File: config.mk
export PLATFORM = sky130hd
export DESIGN_NAME = ac
export DESIGN_NICKNAME = d
export VERILOG_FILES = /design/src/logic/pdp8_isa_pkg.sv /design/src/logic/ac.sv
export VERILOG_INCLUDE_DIRS = /design/src /design/src/logic
export SDC_FILE = /design/constraint.sdc
export NUM_CORES = 1
export LEC_CHECK = 0
export ABC_AREA = 1
export BUFFER_PORTS_ARGS = -buffer_cell sky130_fd_sc_hd__buf_2
export CAP_MARGIN = 40
export CORE_MARGIN = 2
export CORE_UTILIZATION = 45
export CTS_CLUSTER_DIAMETER = 80
export DETAILED_ROUTE_END_ITERATION = 8
export GPL_ROUTABILITY_DRIVEN = 0
export PLACE_DENSITY = 0.66
export REMOVE_ABC_BUFFERS = 1
export SLEW_MARGIN = 25
export SYNTH_ARGS = -nofsm -noshare
export SYNTH_HDL_FRONTEND = slang
export SYNTH_SLANG_ARGS = --single-unit
File: constraint.sdc
create_clock -name clk -period 5.7 [get_ports clk]
set_input_delay 0.855 -clock clk [delete_from_list [all_inputs] [get_ports clk]]
set_output_delay 0.855 -clock clk [all_outputs]
set_load 0.005 [all_outputs]
File: src/logic/pdp8_cfg.svh
// PDP-8 core sizing

`ifndef PDP8_CFG_SVH
`define PDP8_CFG_SVH

// Twelve-bit words and addresses.
`define PDP8_WORD_W 12
`define PDP8_ADDR_W 12

// One 4K field of core.
`define PDP8_MEM_WORDS 4096

// Words per memory page.
`define PDP8_PAGE_WORDS 128

`endif

File: src/logic/pdp8_isa_pkg.sv
// PDP-8 instruction set definitions

`default_nettype none

package pdp8_isa_pkg;

    typedef enum logic [1:0] {
        ST_HALT  = 2'd0,
        ST_FETCH = 2'd1,
        ST_DEFER = 2'd2,
        ST_EXEC  = 2'd3
    } major_state_t;

    // Instruction bits 0 to 2.
    typedef enum logic [2:0] {
        OP_AND = 3'd0,
        OP_TAD = 3'd1,
        OP_ISZ = 3'd2,
        OP_DCA = 3'd3,
        OP_JMS = 3'd4,
        OP_JMP = 3'd5,
        OP_IOT = 3'd6,
        OP_OPR = 3'd7
    } opcode_t;

    // Memory reference fields.
    localparam int unsigned IND_BIT  = 3;
    localparam int unsigned PAGE_BIT = 4;

    // Operate group select, set for group 2.
    localparam int unsigned GRP_BIT  = 3;

    // Group 1 microcode.
    localparam int unsigned CLA_BIT  = 4;
    localparam int unsigned CLL_BIT  = 5;
    localparam int unsigned CMA_BIT  = 6;
    localparam int unsigned CML_BIT  = 7;
    localparam int unsigned RAR_BIT  = 8;
    localparam int unsigned RAL_BIT  = 9;
    localparam int unsigned TWO_BIT  = 10;
    localparam int unsigned IAC_BIT  = 11;

    // Group 2 microcode, CLA shared with group 1.
    localparam int unsigned SMA_BIT  = 5;
    localparam int unsigned SZA_BIT  = 6;
    localparam int unsigned SNL_BIT  = 7;
    localparam int unsigned REV_BIT  = 8;
    localparam int unsigned OSR_BIT  = 9;
    localparam int unsigned HLT_BIT  = 10;

endpackage

`default_nettype wire

File: src/logic/ac.sv
// Accumulator and link

`timescale 1ns/1ps
`default_nettype none

`include "pdp8_cfg.svh"

module ac (
    input  logic                       clk,
    input  logic                       rst_n,
    input  pdp8_isa_pkg::major_state_t state,
    input  logic [0:`PDP8_WORD_W-1]    instruction,
    input  logic [0:`PDP8_WORD_W-1]    mdout,
    input  logic [0:`PDP8_WORD_W-1]    sr,
    output logic [0:`PDP8_WORD_W-1]    ac,
    output logic                       link
);
    localparam int W    = `PDP8_WORD_W;
    localparam int HALF = W / 2;

    pdp8_isa_pkg::opcode_t opcode;
    logic [0:W-1]          ac_next;
    logic                  link_next;
    logic [0:W]            lac;
    logic [0:W]            sum;

    assign opcode = pdp8_isa_pkg::opcode_t'(instruction[0:2]);

    always_comb
    begin
        ac_next   = ac;
        link_next = link;
        // Link rides in bit 0 so carries and rotates pass through it.
        lac       = {link, ac};
        sum       = {1'b0, ac} + {1'b0, mdout};
        case (opcode)
            pdp8_isa_pkg::OP_AND: ac_next = ac & mdout;
            pdp8_isa_pkg::OP_TAD:
            begin
                ac_next   = sum[1:W];
                link_next = link ^ sum[0];
            end
            pdp8_isa_pkg::OP_DCA: ac_next = '0;
            pdp8_isa_pkg::OP_OPR:
            begin
                if (!instruction[pdp8_isa_pkg::GRP_BIT])
                begin
                    if (instruction[pdp8_isa_pkg::CLA_BIT]) lac[1:W] = '0;
                    if (instruction[pdp8_isa_pkg::CLL_BIT]) lac[0] = 1'b0;
                    if (instruction[pdp8_isa_pkg::CMA_BIT]) lac[1:W] = ~lac[1:W];
                    if (instruction[pdp8_isa_pkg::CML_BIT]) lac[0] = ~lac[0];
                    if (instruction[pdp8_isa_pkg::IAC_BIT]) lac = lac + 1'b1;
                    case ({instruction[pdp8_isa_pkg::RAR_BIT], instruction[pdp8_isa_pkg::RAL_BIT],
                           instruction[pdp8_isa_pkg::TWO_BIT]})
                        3'b100: lac = {lac[W], lac[0:W-1]};
                        3'b101: lac = {lac[W-1:W], lac[0:W-2]};
                        3'b010: lac = {lac[1:W], lac[0]};
                        3'b011: lac = {lac[2:W], lac[0:1]};
                        3'b001: lac[1:W] = {lac[1+HALF:W], lac[1:HALF]};
                        default: ;
                    endcase
                    ac_next   = lac[1:W];
                    link_next = lac[0];
                end
                else
                begin
                    if (instruction[pdp8_isa_pkg::CLA_BIT]) ac_next = '0;
                    if (instruction[pdp8_isa_pkg::OSR_BIT]) ac_next = ac_next | sr;
                end
            end
            default: ;
        endcase
    end

    always_ff @(posedge clk or negedge rst_n)
    begin
        if (!rst_n)
        begin
            ac   <= '0;
            link <= 1'b0;
        end
        else if (state == pdp8_isa_pkg::ST_EXEC)
        begin
            ac   <= ac_next;
            link <= link_next;
        end
    end

endmodule

`default_nettype wire

# Word level (Yosys, flattened, before mapping)
# Cells that the tools add are included.
[op_classes]
add_sub_neg = 2
eq_ne = 10
n_bitwise = 5
mux = 22
reduce_logical = 5
[op_table]
columns = ["op", "n"]
rows = [
  ["$mux W12", 10],
  ["$pmux W12 S5", 1],
  ["$pmux W12 S4", 1],
  ["$add A12 B12 Y13", 1],
  ["$add A13 B1 Y13 const B", 1],
  ["$mux W13", 1],
  ["$and A12 B12 Y12", 1],
  ["$not A12 Y12", 1],
  ["$or A12 B12 Y12", 1],
  ["$eq A3 B2 Y1 const B", 3],
  ["$eq A3 B3 Y1 const B", 3],
  ["$mux W1", 7],
  ["$eq A3 B1 Y1 const B", 2],
  ["$pmux W1 S4", 1],
  ["$reduce_bool A4 Y1", 1],
  ["$logic_not A3 Y1", 1],
  ["$reduce_and A3 Y1", 1],
  ["$eq A2 B2 Y1 const B", 1],
  ["$ne A2 B2 Y1 const B", 1],
  ["$pmux W1 S2", 1],
  ["$reduce_and A2 Y1", 1],
  ["$reduce_bool A2 Y1", 1],
  ["$not A1 Y1", 1],
  ["$xor A1 B1 Y1", 1],
]
[totals]
ff_bits = 13
word_cells = 46
in_bits = 40
output_inout_bits = 13

# Longest topological paths before layout
# Gate-level depths: netlist of the first run.
[depth]
word_depth = 12
ltp_mapped = 19
ltp_nobuf = 19

# Worst setup path after synthesis of the first run
# No wires, ideal clock.
[synth_timing]
kind = "input -> register"
startpoint = "in instruction[4] (netlist bit)"
endpoint = "reg ac[5] (netlist bit)"
t_required_ns = 5.584
path_buffers = 1
stages = 18
slack_ns = 3.215
arrival_time_ns = 2.368
setup_ns = 0.116
cell_sequence = "inv_4 -> buf_8 -> nand3_1 -> nand2_2 -> ha_1 -> nand3_2 -> nor2_8 -> nand3_1 -> nand2_1 -> nand2_2 -> a21oi_2 -> nand2_1 -> nand2_1 -> nand2_1 -> nand2_1 -> nand2_1 -> nand2_1 -> nand2_1"
[synth_between]
elab_chain_len = 12
elab_cells_between_ends = 16
classes_between = "1 x add/sub; 13 x mux; 2 x bitwise"
[synth_rtl]
columns = ["element", "line", "source"]
rows = [
  ["start, declared", "ac.sv:12", "input logic [0:`PDP8_WORD_W-1] instruction,"],
  ["$mux W12 *", "ac.sv:48, ac.sv:67", ""],
  ["$mux W12", "ac.sv:46", "if (!instruction[pdp8_isa_pkg::GRP_BIT])"],
  ["$mux W12", "ac.sv:36", "case (opcode)"],
  ["$not A12 Y12", "ac.sv:50", "if (instruction[pdp8_isa_pkg::CMA_BIT]) lac[1:W] = ~lac[1:W];"],
  ["$mux W12", "ac.sv:50", ""],
  ["$mux W12", "ac.sv:46", ""],
  ["$mux W12", "ac.sv:36", ""],
  ["$add A13 B1 Y13", "ac.sv:52", "if (instruction[pdp8_isa_pkg::IAC_BIT]) lac = lac + 1'b1;"],
  ["$mux W13", "ac.sv:52", ""],
  ["$pmux W12 S5", "ac.sv:53", "case ({instruction[pdp8_isa_pkg::RAR_BIT], instruction[pdp8_isa_pkg::RAL_BIT],"],
  ["$mux W12 *", "ac.sv:46", ""],
  ["$pmux W12 S4 *", "ac.sv:36", ""],
  ["end signal, assigned", "ac.sv:84", "ac <= ac_next;"],
  ["end, declared", "ac.sv:15", "output logic [0:`PDP8_WORD_W-1] ac,"],
]
# Mark *: on every way between the ends. The rest lies on a longest branch, timed or not. The select of a mux whose other input is x is not followed.
# A chain may end at the register's enable or synchronous reset.

# Worst setup path after layout of the first run
[layout_timing]
startpoint = "in instruction[6] (netlist bit)"
endpoint = "reg ac[8] (netlist bit)"
[layout_between]
elab_chain_len = 8
[layout_rtl]
columns = ["element", "line"]
rows = [
  ["$mux W12 *", "ac.sv:50"],
  ["$mux W12 *", "ac.sv:46"],
  ["$mux W12 *", "ac.sv:36"],
  ["$add A13 B1 Y13", "ac.sv:52"],
  ["$mux W13 *", "ac.sv:52"],
  ["$pmux W12 S5 *", "ac.sv:53"],
  ["$mux W12 *", "ac.sv:46"],
  ["$pmux W12 S4 *", "ac.sv:36"],
]
# Marks and branches as above.

==> results of run 1 <==
==> layer usage <==
| layer | routed length [um] | global-route usage (%) |
|---|---|---|
| met5 | 0 | 0 |
| met1 | 4190 | 32.5 |
| met2 | 4510 | 45.2 |
| met4 | 275 | 10.5 |
| met3 | 415 | 1.90 |
==> flip-flops by register name (all words and copies together) (netlist names) <==
| register | flops |
|---|---|
| ac | 12 |
| link | 1 |
==> worst paths after layout <==
| kind | cells past startpoint | to | from | slack, ns |
|---|---|---|---|---|
| max | 16 | ac[8] | instruction[6] | 2.82 |
| min | 1 | ac[1] | rst_n | 0.50 |
| max reg2reg | 15 | ac[8] | ac[10] | 3.31 |
| min reg2reg | 2 | ac[5] | ac[5] | 0.57 |
| max in group asynchronous | 1 | ac[11] | rst_n | 4.96 |
| min in group clk | 2 | ac[5] | ac[5] | 0.57 |
==> power breakdown <==
group | leakage (nW) | internal (mW) | switching, mW
Clock | 0.0228 | 0.0493 | 0.0325
Sequential | 0.159 | 0.114 | 0.0389
Combinational | 1.72 | 0.156 | 0.274
==> synthesized netlist by cell type (all sizes together), types with 2 or more instances <==
cell type | count | area, um2
a21oi | 29 | 160
a221oi | 3 | 26.3
a31oi | 3 | 18.8
and2 | 2 | 17.5
buf | 8 | 83.8
clkbuf | 5 | 18.8
clkinv | 3 | 11.3
dfrtp | 13 | 325
ha | 13 | 163
inv | 75 | 289
nand2 | 224 | 901
nand3 | 89 | 490
nand4 | 6 | 52.6
nor2 | 46 | 224
nor3 | 4 | 25.0
o211ai | 3 | 22.5
o21ai | 29 | 149
or2 | 5 | 31.3
xor2 | 3 | 45.1
==> stage by stage <==
stage               hold slack [ns]  area (um2)
floorplan                     0.523        3000
global placement              0.539        3360
detailed placement            0.563        3370
CTS                           0.506        3420
global route                  0.521        3420
finish                        0.501        3420
==> cell type report <==
| type | count | area (um2) |
|---|---|---|
| fillers | 752 | 3290 |
| multi-input cells | 463 | 2370 |
| flip-flops and latches | 13 | 325 |
| inverters | 78 | 300 |
| repair buffers | 55 | 283 |
| well taps | 80 | 100 |
| clock buffers | 4 | 45.0 |
==> worst register-to-register path, stage by stage, from the launching register on <==
cell     delay, ns
dfrtp_1       0.46
nand2_1       0.12
nand2_1       0.07
nand2_2       0.10
ha_1          0.21
nand3_2       0.15
nor2_8        0.18
nand3_2       0.13
nand2_1       0.18
nor2_1        0.06
nor3_1        0.20
nand4_1       0.16
nand2_1       0.11
nand2_1       0.05
nand2_1       0.05
nand2_1       0.04
==> logic make-up after synthesis <==
family / after synthesis
AO/OA/AOI/OAI: 70
XOR/XNOR: 3
adder cells (fa/ha/maj): 14
buffers and inverters: 91
flip-flops: 13
AND/OR/NAND/NOR: 376
==> impl_metrics.yaml, run 1 <==
synthesis:
  synth_compound_area_share_pct: 13.0
  synth_xor_area_share_pct: 1.45
  syn-instance-count: 567
  synth_area_um2: 3100
  synth.avg_cell_area_um2: 5.47
  yosysWarnings: 0
  synth_top_flop_cell: "dfrtp_1"
  synth_seq_cells: 13
  synth_edf_count: 0
  synth_top_family_by_area: "simple AND/OR/NAND/NOR gates"
  yosys.area_share.simple_pct: 56.2
  synthAdderAreaFrac_pct: 5.89
  yosysUniqueCellTypes: 41
  synthArstFlopShare_pct: 100
  synth_mux_area_share_pct: 0
  seq_area_frac_synth_pct: 10.5
clock_tree:
  hold_buffers: 0
  clockBufferDepth: 2
  h-tree-depth: 1
  clk_latency_ns: 0.24
  clock-sinks: 13
  numCtsBuffers: 3
  cts_tree: "done"
  cts-root-buf: "clkbuf_8"
  cts_resized: 0
  postCtsSetupBuffers: 0
  clk_pin_slew_ns: 0.06
detailed_routing:
  dr.pass1.iters: 4
  drt_iter0_drc: 208
  ant_nets: 0
  drt_wl_total_mm: 9.38
  num_vias: 3672
  wl_per_cell_um: 13.5
  viasPerCell: 5.30
  drc: 0
sta:
  max_freq_mhz: 348
  setup-tns-final_ns: 0
  hold_viol_final: 0
  slew_violations: 0
  fin_skew_ns: 0.000560
  setup_ws_ns: 2.82
  period_share_pct: 50.5
  min_period_ns: 2.88
  setup_viol: 0
  timing.slew.headroom_pct: 54.7
  rsz0062_at_grt: "no"
  worst_pin_slew_ns: 0.676
finish:
  mostFrequentLayoutCells: "nand2_1 (204), nand3_1 (80), inv_1 (72)"
  antenna_cells: 0
  areaGrowthSynthToFinish_pct: 10.5
  final_common_cell: "nand2_1"
  finalNonFillerCells: 693
  drive_above_1_share_pct: 18.3
  utilization_pct: 51.0
  nNetsFinal: 668
power:
  powerDensity_nw_per_um2: 194
  power.total_uw: 665
  vdd_drop_max_mv: 0.121
  power_leakage_nw: 1.90
flow_run:
  max-cap-violations: 0
die:
  row_count: 30
  io_pins: 53
  die_w_um: 87.0
  core_area_um2: 6720
  dieArea_um2: 7570
  chipHeight_um: 87.0
  initial_core_util_pct: 46.1
min_path:
  min_path_type: "in -> async"
status:
  status: "finished, final reports clean"
setup_path:
  worstPathArrival_ns: 3.01
  cpPeakStageDelay_ns: 0.21
  critPathKind: "in -> reg"
  slowest_stage: "buf_2"
  worst_ep_required_time_ns: 5.83
  crit_path_frequent_cell: "nand2_1"
  cp_max_fo: 17
  crit_chain: "buf_2 -> inv_6 -> nand3_1 -> nand2_2 -> ha_1 -> nand3_2 -> nor2_8 -> nand3_2 -> nand2_1 -> nor2_1 -> nor3_1 -> nand4_1 -> nand2_1 -> nand2_1 -> nand2_1 -> nand2_1"
  crit_path_end_kind: "flop"
  path_buf_inv: 2
  setup.worst_path.start_class: "input pin"
  path_delay_family: "simple AND/OR/NAND/NOR gates"
global_routing:
  grt_pass1_vias: 3438
  grt_max_degree: 29
  track_usage_pct: 25.8
  overflow: 0
  grt_pass1_wl_mm: 15.8
  antenna_found_initial: 0
placement:
  port_buffers: 52
  hpwl_mm: 7.65
  dp_slack_ns: 2.63
  dpl.cell_count: 688
Power figures use the tool's default switching activity.
==> run 2: changes to the inputs <==
Settings changed: PLACE_DENSITY 0.66 to 0.69.
Clock period 5.7 ns to 2.6 ns, I/O delays scaled along.
==> run 2 against run 1 <==
  * Clock-buffer cell count unchanged
  * Via count increased by 2.4%
  * Core utilization is 0.78 points higher
  * Final area rose by 1.5%
  * Register-to-register slack got worse by 3.0 ns
  * Combinational power rose by 120%
  * Wire length down 2.0%
==> impl_metrics.yaml, run 2 (synthesis gave the netlist of run 1 again) <==
min_path:
  min_path_type: "in -> async"
power:
  switchingPower_uw: 767
  p_sw_share_pct: 52.0
  powerDensity_nw_per_um2: 424
  combPwrFrac_pct: 64.6
  pwr-share-clk_pct: 12.7
  seqPwrFrac_pct: 22.6
  vdd_drop_max_mv: 0.260
  power_leakage_nw: 1.93
  power.internal_uw: 708
global_routing:
  grt_pass1_wl_mm: 15.5
  overflow: 0
  antenna_found_initial: 0
  grt_max_degree: 29
  grt_pass1_vias: 3438
  track_usage_pct: 25.1
die:
  initial_core_util_pct: 46.1
  io_pins: 53
  row_count: 30
  dieArea_um2: 7570
  core_area_um2: 6720
  die_w_um: 87.0
  chipHeight_um: 87.0
detailed_routing:
  dr.pass1.iters: 5
  drc: 0
  num_vias: 3760
  wl_per_cell_um: 13.1
  ant_nets: 0
  viasPerCell: 5.37
  drt_wl_total_mm: 9.20
  drt_iter0_drc: 193
setup_path:
  slowest_stage: "o21ai_1"
  timing.rr.end: "ac[5]"
  crit_path_frequent_cell: "nand2_1"
  reg2reg_setup_slack_ns: 0.29
  crit_path_end_kind: "flop"
  crit_chain: "buf_2 -> inv_4 -> nand2_1 -> nand2_1 -> nand2_2 -> ha_1 -> inv_1 -> o21ai_1 -> a21oi_1 -> o21ai_0 -> nor2_1 -> nand3_1 -> nand2_1 -> nand2_1 -> nand2_1 -> a21oi_1"
  cpPeakStageDelay_ns: 0.40
  setup.worst_path.start_class: "input pin"
  r2r-start: "ac[11]"
  cp_max_fo: 28
  worst_ep_required_time_ns: 2.76
  worstPathArrival_ns: 2.47
  r2r.worst_path.cells: 15
  critPathKind: "in -> reg"
clock_tree:
  cts_tree: "done"
  clk_latency_ns: 0.25
  clk_pin_slew_ns: 0.07
  postCtsSetupBuffers: 0
  numCtsBuffers: 3
  clockBufferDepth: 2
  cts-root-buf: "clkbuf_8"
  clock-sinks: 13
  h-tree-depth: 1
sta:
  fin_skew_ns: 0.0122
  max_freq_mhz: 433
  slew_violations: 0
  timing.slew.headroom_pct: 66.6
  period_share_pct: 88.8
  rsz0062_at_grt: "no"
  hold_viol_final: 0
  worst_pin_slew_ns: 0.498
  min_period_ns: 2.31
  setup_viol: 0
  setup_ws_ns: 0.290
finish:
  top_regs: "ac (12), link (1)"
  nNetsFinal: 675
  regMostFlops: "ac"
  multi_input_area_um2: 2370
  drive_above_1_share_pct: 19.2
  utilization_pct: 51.8
  final_common_cell: "nand2_1"
  mostFrequentLayoutCells: "nand2_1 (204), nand3_1 (80), inv_1 (72)"
  areaGrowthSynthToFinish_pct: 12.2
  num-fill-cells: 718
  largest_reg_flops: 12
  seqCellArea_um2: 325
  antenna_cells: 0
flow_run:
  max-cap-violations: 0
status:
  status: "finished, final reports clean"
placement:
  hpwl_mm: 7.49
  port_buffers: 52
  dp_slack_ns: -0.0508
run 2: worst max-delay path by stage:
stage / slack [ns] / end / from / depth (start not counted)
after floorplan: 0.34 / ac[4] / instruction[9] / 12
after global placement: 0.02 / ac[11] / instruction[4] / 16
after detailed placement: -0.05 / ac[11] / instruction[4] / 16
after CTS: 0.20 / ac[11] / instruction[4] / 16
after global routing: 0.05 / ac[1] / ac[11] / 14
final: 0.29 / ac[11] / instruction[4] / 16
run 2: layout make-up:
class                   instances  area share, %
clock buffers                   4           1.30
repair buffers                 62           9.64
multi-input cells             463           68.2
inverters                      78           8.64
well taps                      80           2.88
flip-flops and latches         13           9.36
run 2: routing by layer:
| layer | track usage, % | share of wire, % |
|---|---|---|
| met5 | 0 | 0 |
| met4 | 9.94 | 2.7 |
| met3 | 1.99 | 5.9 |
| met2 | 43.4 | 47 |
| met1 | 32.2 | 44 |
run 2: power groups by stage:
| stage | Combinational [mW] | Clock, mW | Sequential, mW |
|---|---|---|---|
| after floorplan | 0.669 | 0 | 0.319 |
| after global placement | 0.925 | 0 | 0.334 |
| after detailed placement | 0.938 | 0 | 0.336 |
| after CTS | 0.941 | 0.189 | 0.333 |
| after global routing | 1.08 | 0.198 | 0.346 |
| final | 0.954 | 0.188 | 0.334 |
run 2: timing repair:
item | 4_1_cts | 5_1_grt
hold buffers | 0 | 0
gates resized for setup | 0 | 1
setup endpoints to repair | 0 | 1
endpoints found under the hold margin | 0 | 0
run 2: worst max-delay path, delay by kind of cell:
family,cells,cell delay [ns]
and+or+nand+nor,8,0.70
AOI/OAI and AO/OA,4,0.75
buffers and inverters,3,0.36
adders and majority gates,1,0.27
run 2: through the flow:
step / power, mW / hold WS [ns] / std cells / cell area (um2) / setup TNS (ns)
finish: 1.48 / 0.0193 / 700 / 3480 / 0
global route: 1.63 / 0.0468 / 700 / 3480 / 0
CTS: 1.46 / 0.0343 / 700 / 3480 / 0
detailed placement: 1.27 / 0.300 / 696 / 3430 / -0.0508
global placement: 1.26 / 0.302 / 696 / 3430 / 0
floorplan: 0.988 / 0.0944 / 554 / 3000 / 0
==> run 3: changes to the inputs <==
Settings changed: MAX_ROUTING_LAYER set to met4.
Clock period 2.6 ns to 1.9 ns, I/O delays scaled along.
==> run 3 against run 2 <==
  * The flow now finishes with violations (negative setup slack)
  * Wire length increased by 15%
  * Global-route usage rose by 4.1 points
  * Hold slack gained 0.39 ns
  * Via count increased by 12%
  * Critical path depth is 1 lower
  * Combinational power grew 96%
  * Non-clock buffer count grew 86
  * Largest cell class unchanged
  * Worst setup slack lost 0.55 ns
  * Sequential share of layout area fell by 1.8 points
  * Clock power rose by 39%
  * Critical path type is now reg -> reg
  * Core utilization up 12 points
==> impl_metrics.yaml, run 3 (synthesis gave the netlist of run 1 again) <==
status:
  status: "finished, violations left"
  violations: "negative setup slack"
detailed_routing:
  num_vias: 4206
  drt_iter0_drc: 206
  dr.pass1.iters: 5
  ant_nets: 0
  drt_wl_total_mm: 10.5
  drc: 0
  wl_per_cell_um: 13.4
  viasPerCell: 5.35
setup_path:
  r2r.worst_path.cells: 15
  cp_max_fo: 4
  setup.worst_path.start_class: "flop"
  r2r-start: "ac[11]"
  timing.rr.end: "ac[5]"
  critPathKind: "reg -> reg"
  crit_path_end_kind: "flop"
  worst_ep_required_time_ns: 2.05
  worstPathArrival_ns: 2.30
  reg2reg_setup_slack_ns: -0.26
finish:
  final_area_um2: 4320
  final_common_cell: "nand2_1"
  nNetsFinal: 761
  regMostFlops: "ac"
  drive_above_1_share_pct: 33.7
  seqCellArea_um2: 327
  top_regs: "ac (12), link (1)"
  num-fill-cells: 641
  antenna_cells: 0
  mostFrequentLayoutCells: "nand2_1 (190), buf_4 (93), nand3_1 (75)"
  multi_input_area_um2: 2550
  areaGrowthSynthToFinish_pct: 39.2
  largest_reg_flops: 12
min_path:
  hold_end: "link"
  hold_depth: 5
  min_path_type: "in -> reg"
  holdCritStartpoint: "state[1]"
clock_tree:
  clockBufferDepth: 2
  numCtsBuffers: 3
  clk_latency_ns: 0.25
  h-tree-depth: 1
  cts-root-buf: "clkbuf_8"
  clk_pin_slew_ns: 0.06
  clock-sinks: 13
  cts_tree: "done"
sta:
  setup_viol: 13
  min_period_ns: 2.16
  worst_pin_slew_ns: 0.364
  timing.slew.headroom_pct: 75.7
  setup_ws_ns: -0.257
  whs_ns: 0.410
  slew_violations: 0
  rsz0062_at_grt: "yes"
  max_freq_mhz: 464
  hold_viol_final: 0
  fin_skew_ns: 0.00161
  period_share_pct: 114
die:
  core_area_um2: 6720
  die_w_um: 87.0
  io_pins: 53
  row_count: 30
  chipHeight_um: 87.0
  dieArea_um2: 7570
  initial_core_util_pct: 46.1
placement:
  dp_slack_ns: -0.340
  hpwl_mm: 8.43
  port_buffers: 52
  placed_cell_area_um2: 4010
global_routing:
  grt_max_degree: 16
  grt_pass1_vias: 3968
  grt_pass1_wl_mm: 17.5
  overflow: 0
  track_usage_pct: 29.2
  antenna_found_initial: 0
power:
  vdd_drop_max_mv: 0.528
  power_leakage_nw: 2.36
  powerDensity_nw_per_um2: 595
flow_run:
  max-cap-violations: 0
## run 3: cell types whose count changed in the layout (fill, tap and decap cells not counted), sizes merged
| cell | delta |
|---|---|
| buf | +85 |
| dlygate4sd3 | +1 |
## run 3: metal layers
layer / wire [um] / global-route usage (%) / vias to the layer above
met5: 0 / - / -
met4: 392 / 13.4 / 0
met3: 537 / 1.99 / 35
met2: 5180 / 50.5 / 172
met1: 4440 / 34.4 / 1889
li1: - / - / 2110
## run 3: through the flow
stage / TNS (ns) / cells / util [%] / power (mW)
after floorplan: -1.25 / 554 / - / 1.35
after global placement: -3.20 / 773 / 59.7 / 2.07
after detailed placement: -3.72 / 773 / 59.7 / 2.11
after CTS: -2.04 / 782 / 62.0 / 2.45
after global routing: -4.16 / 786 / 64.2 / 2.80
final: -2.34 / 786 / 64.2 / 2.57
## run 3: final cells by class
type | instances | area share, %
flip-flops and latches | 13 | 7.57
repair buffers | 148 | 23.0
well taps | 80 | 2.32
clock buffers | 4 | 1.04
inverters | 78 | 6.96
multi-input cells | 463 | 59.1
## run 3: worst max-delay path by stage
stage	startpoint	endpoint	depth (start not counted)	slack (ns)
after floorplan	instruction[9]	ac[4]	12	-0.25
after global placement	ac[11]	ac[5]	15	-0.31
after detailed placement	ac[11]	ac[5]	15	-0.34
after CTS	ac[11]	ac[4]	17	-0.19
after global routing	ac[10]	ac[5]	18	-0.38
final	ac[11]	ac[5]	15	-0.26
## run 3: critical path, stage by stage, from the launching register on
cell and delay, ns:
dfrtp_2 0.45, ha_4 0.19, fa_2 0.40, nand2_2 0.09
nand2_1 0.06, nand2_1 0.06, nand2_2 0.08, nand2_2 0.10
a31oi_4 0.08, or2_4 0.24, nand3_2 0.06, nand2_1 0.05
inv_1 0.05, nand2_1 0.04, nand2_1 0.05, nand2_1 0.04
## run 3: report_power, final
group | switching, mW | total [mW] | internal, mW
combinational | 1.02 | 1.87 | 0.852
clock | 0.112 | 0.261 | 0.149
sequential | 0.0933 | 0.437 | 0.344
total | 1.22 | 2.57 | 1.34
## run 3: timing repair
action	4_1_cts	5_1_grt
pin swaps	15	27
setup buffers	4	4
resized for setup	22	32
hold buffers	1	0
setup endpoints to repair	13	13
endpoints found under the hold margin	13	0
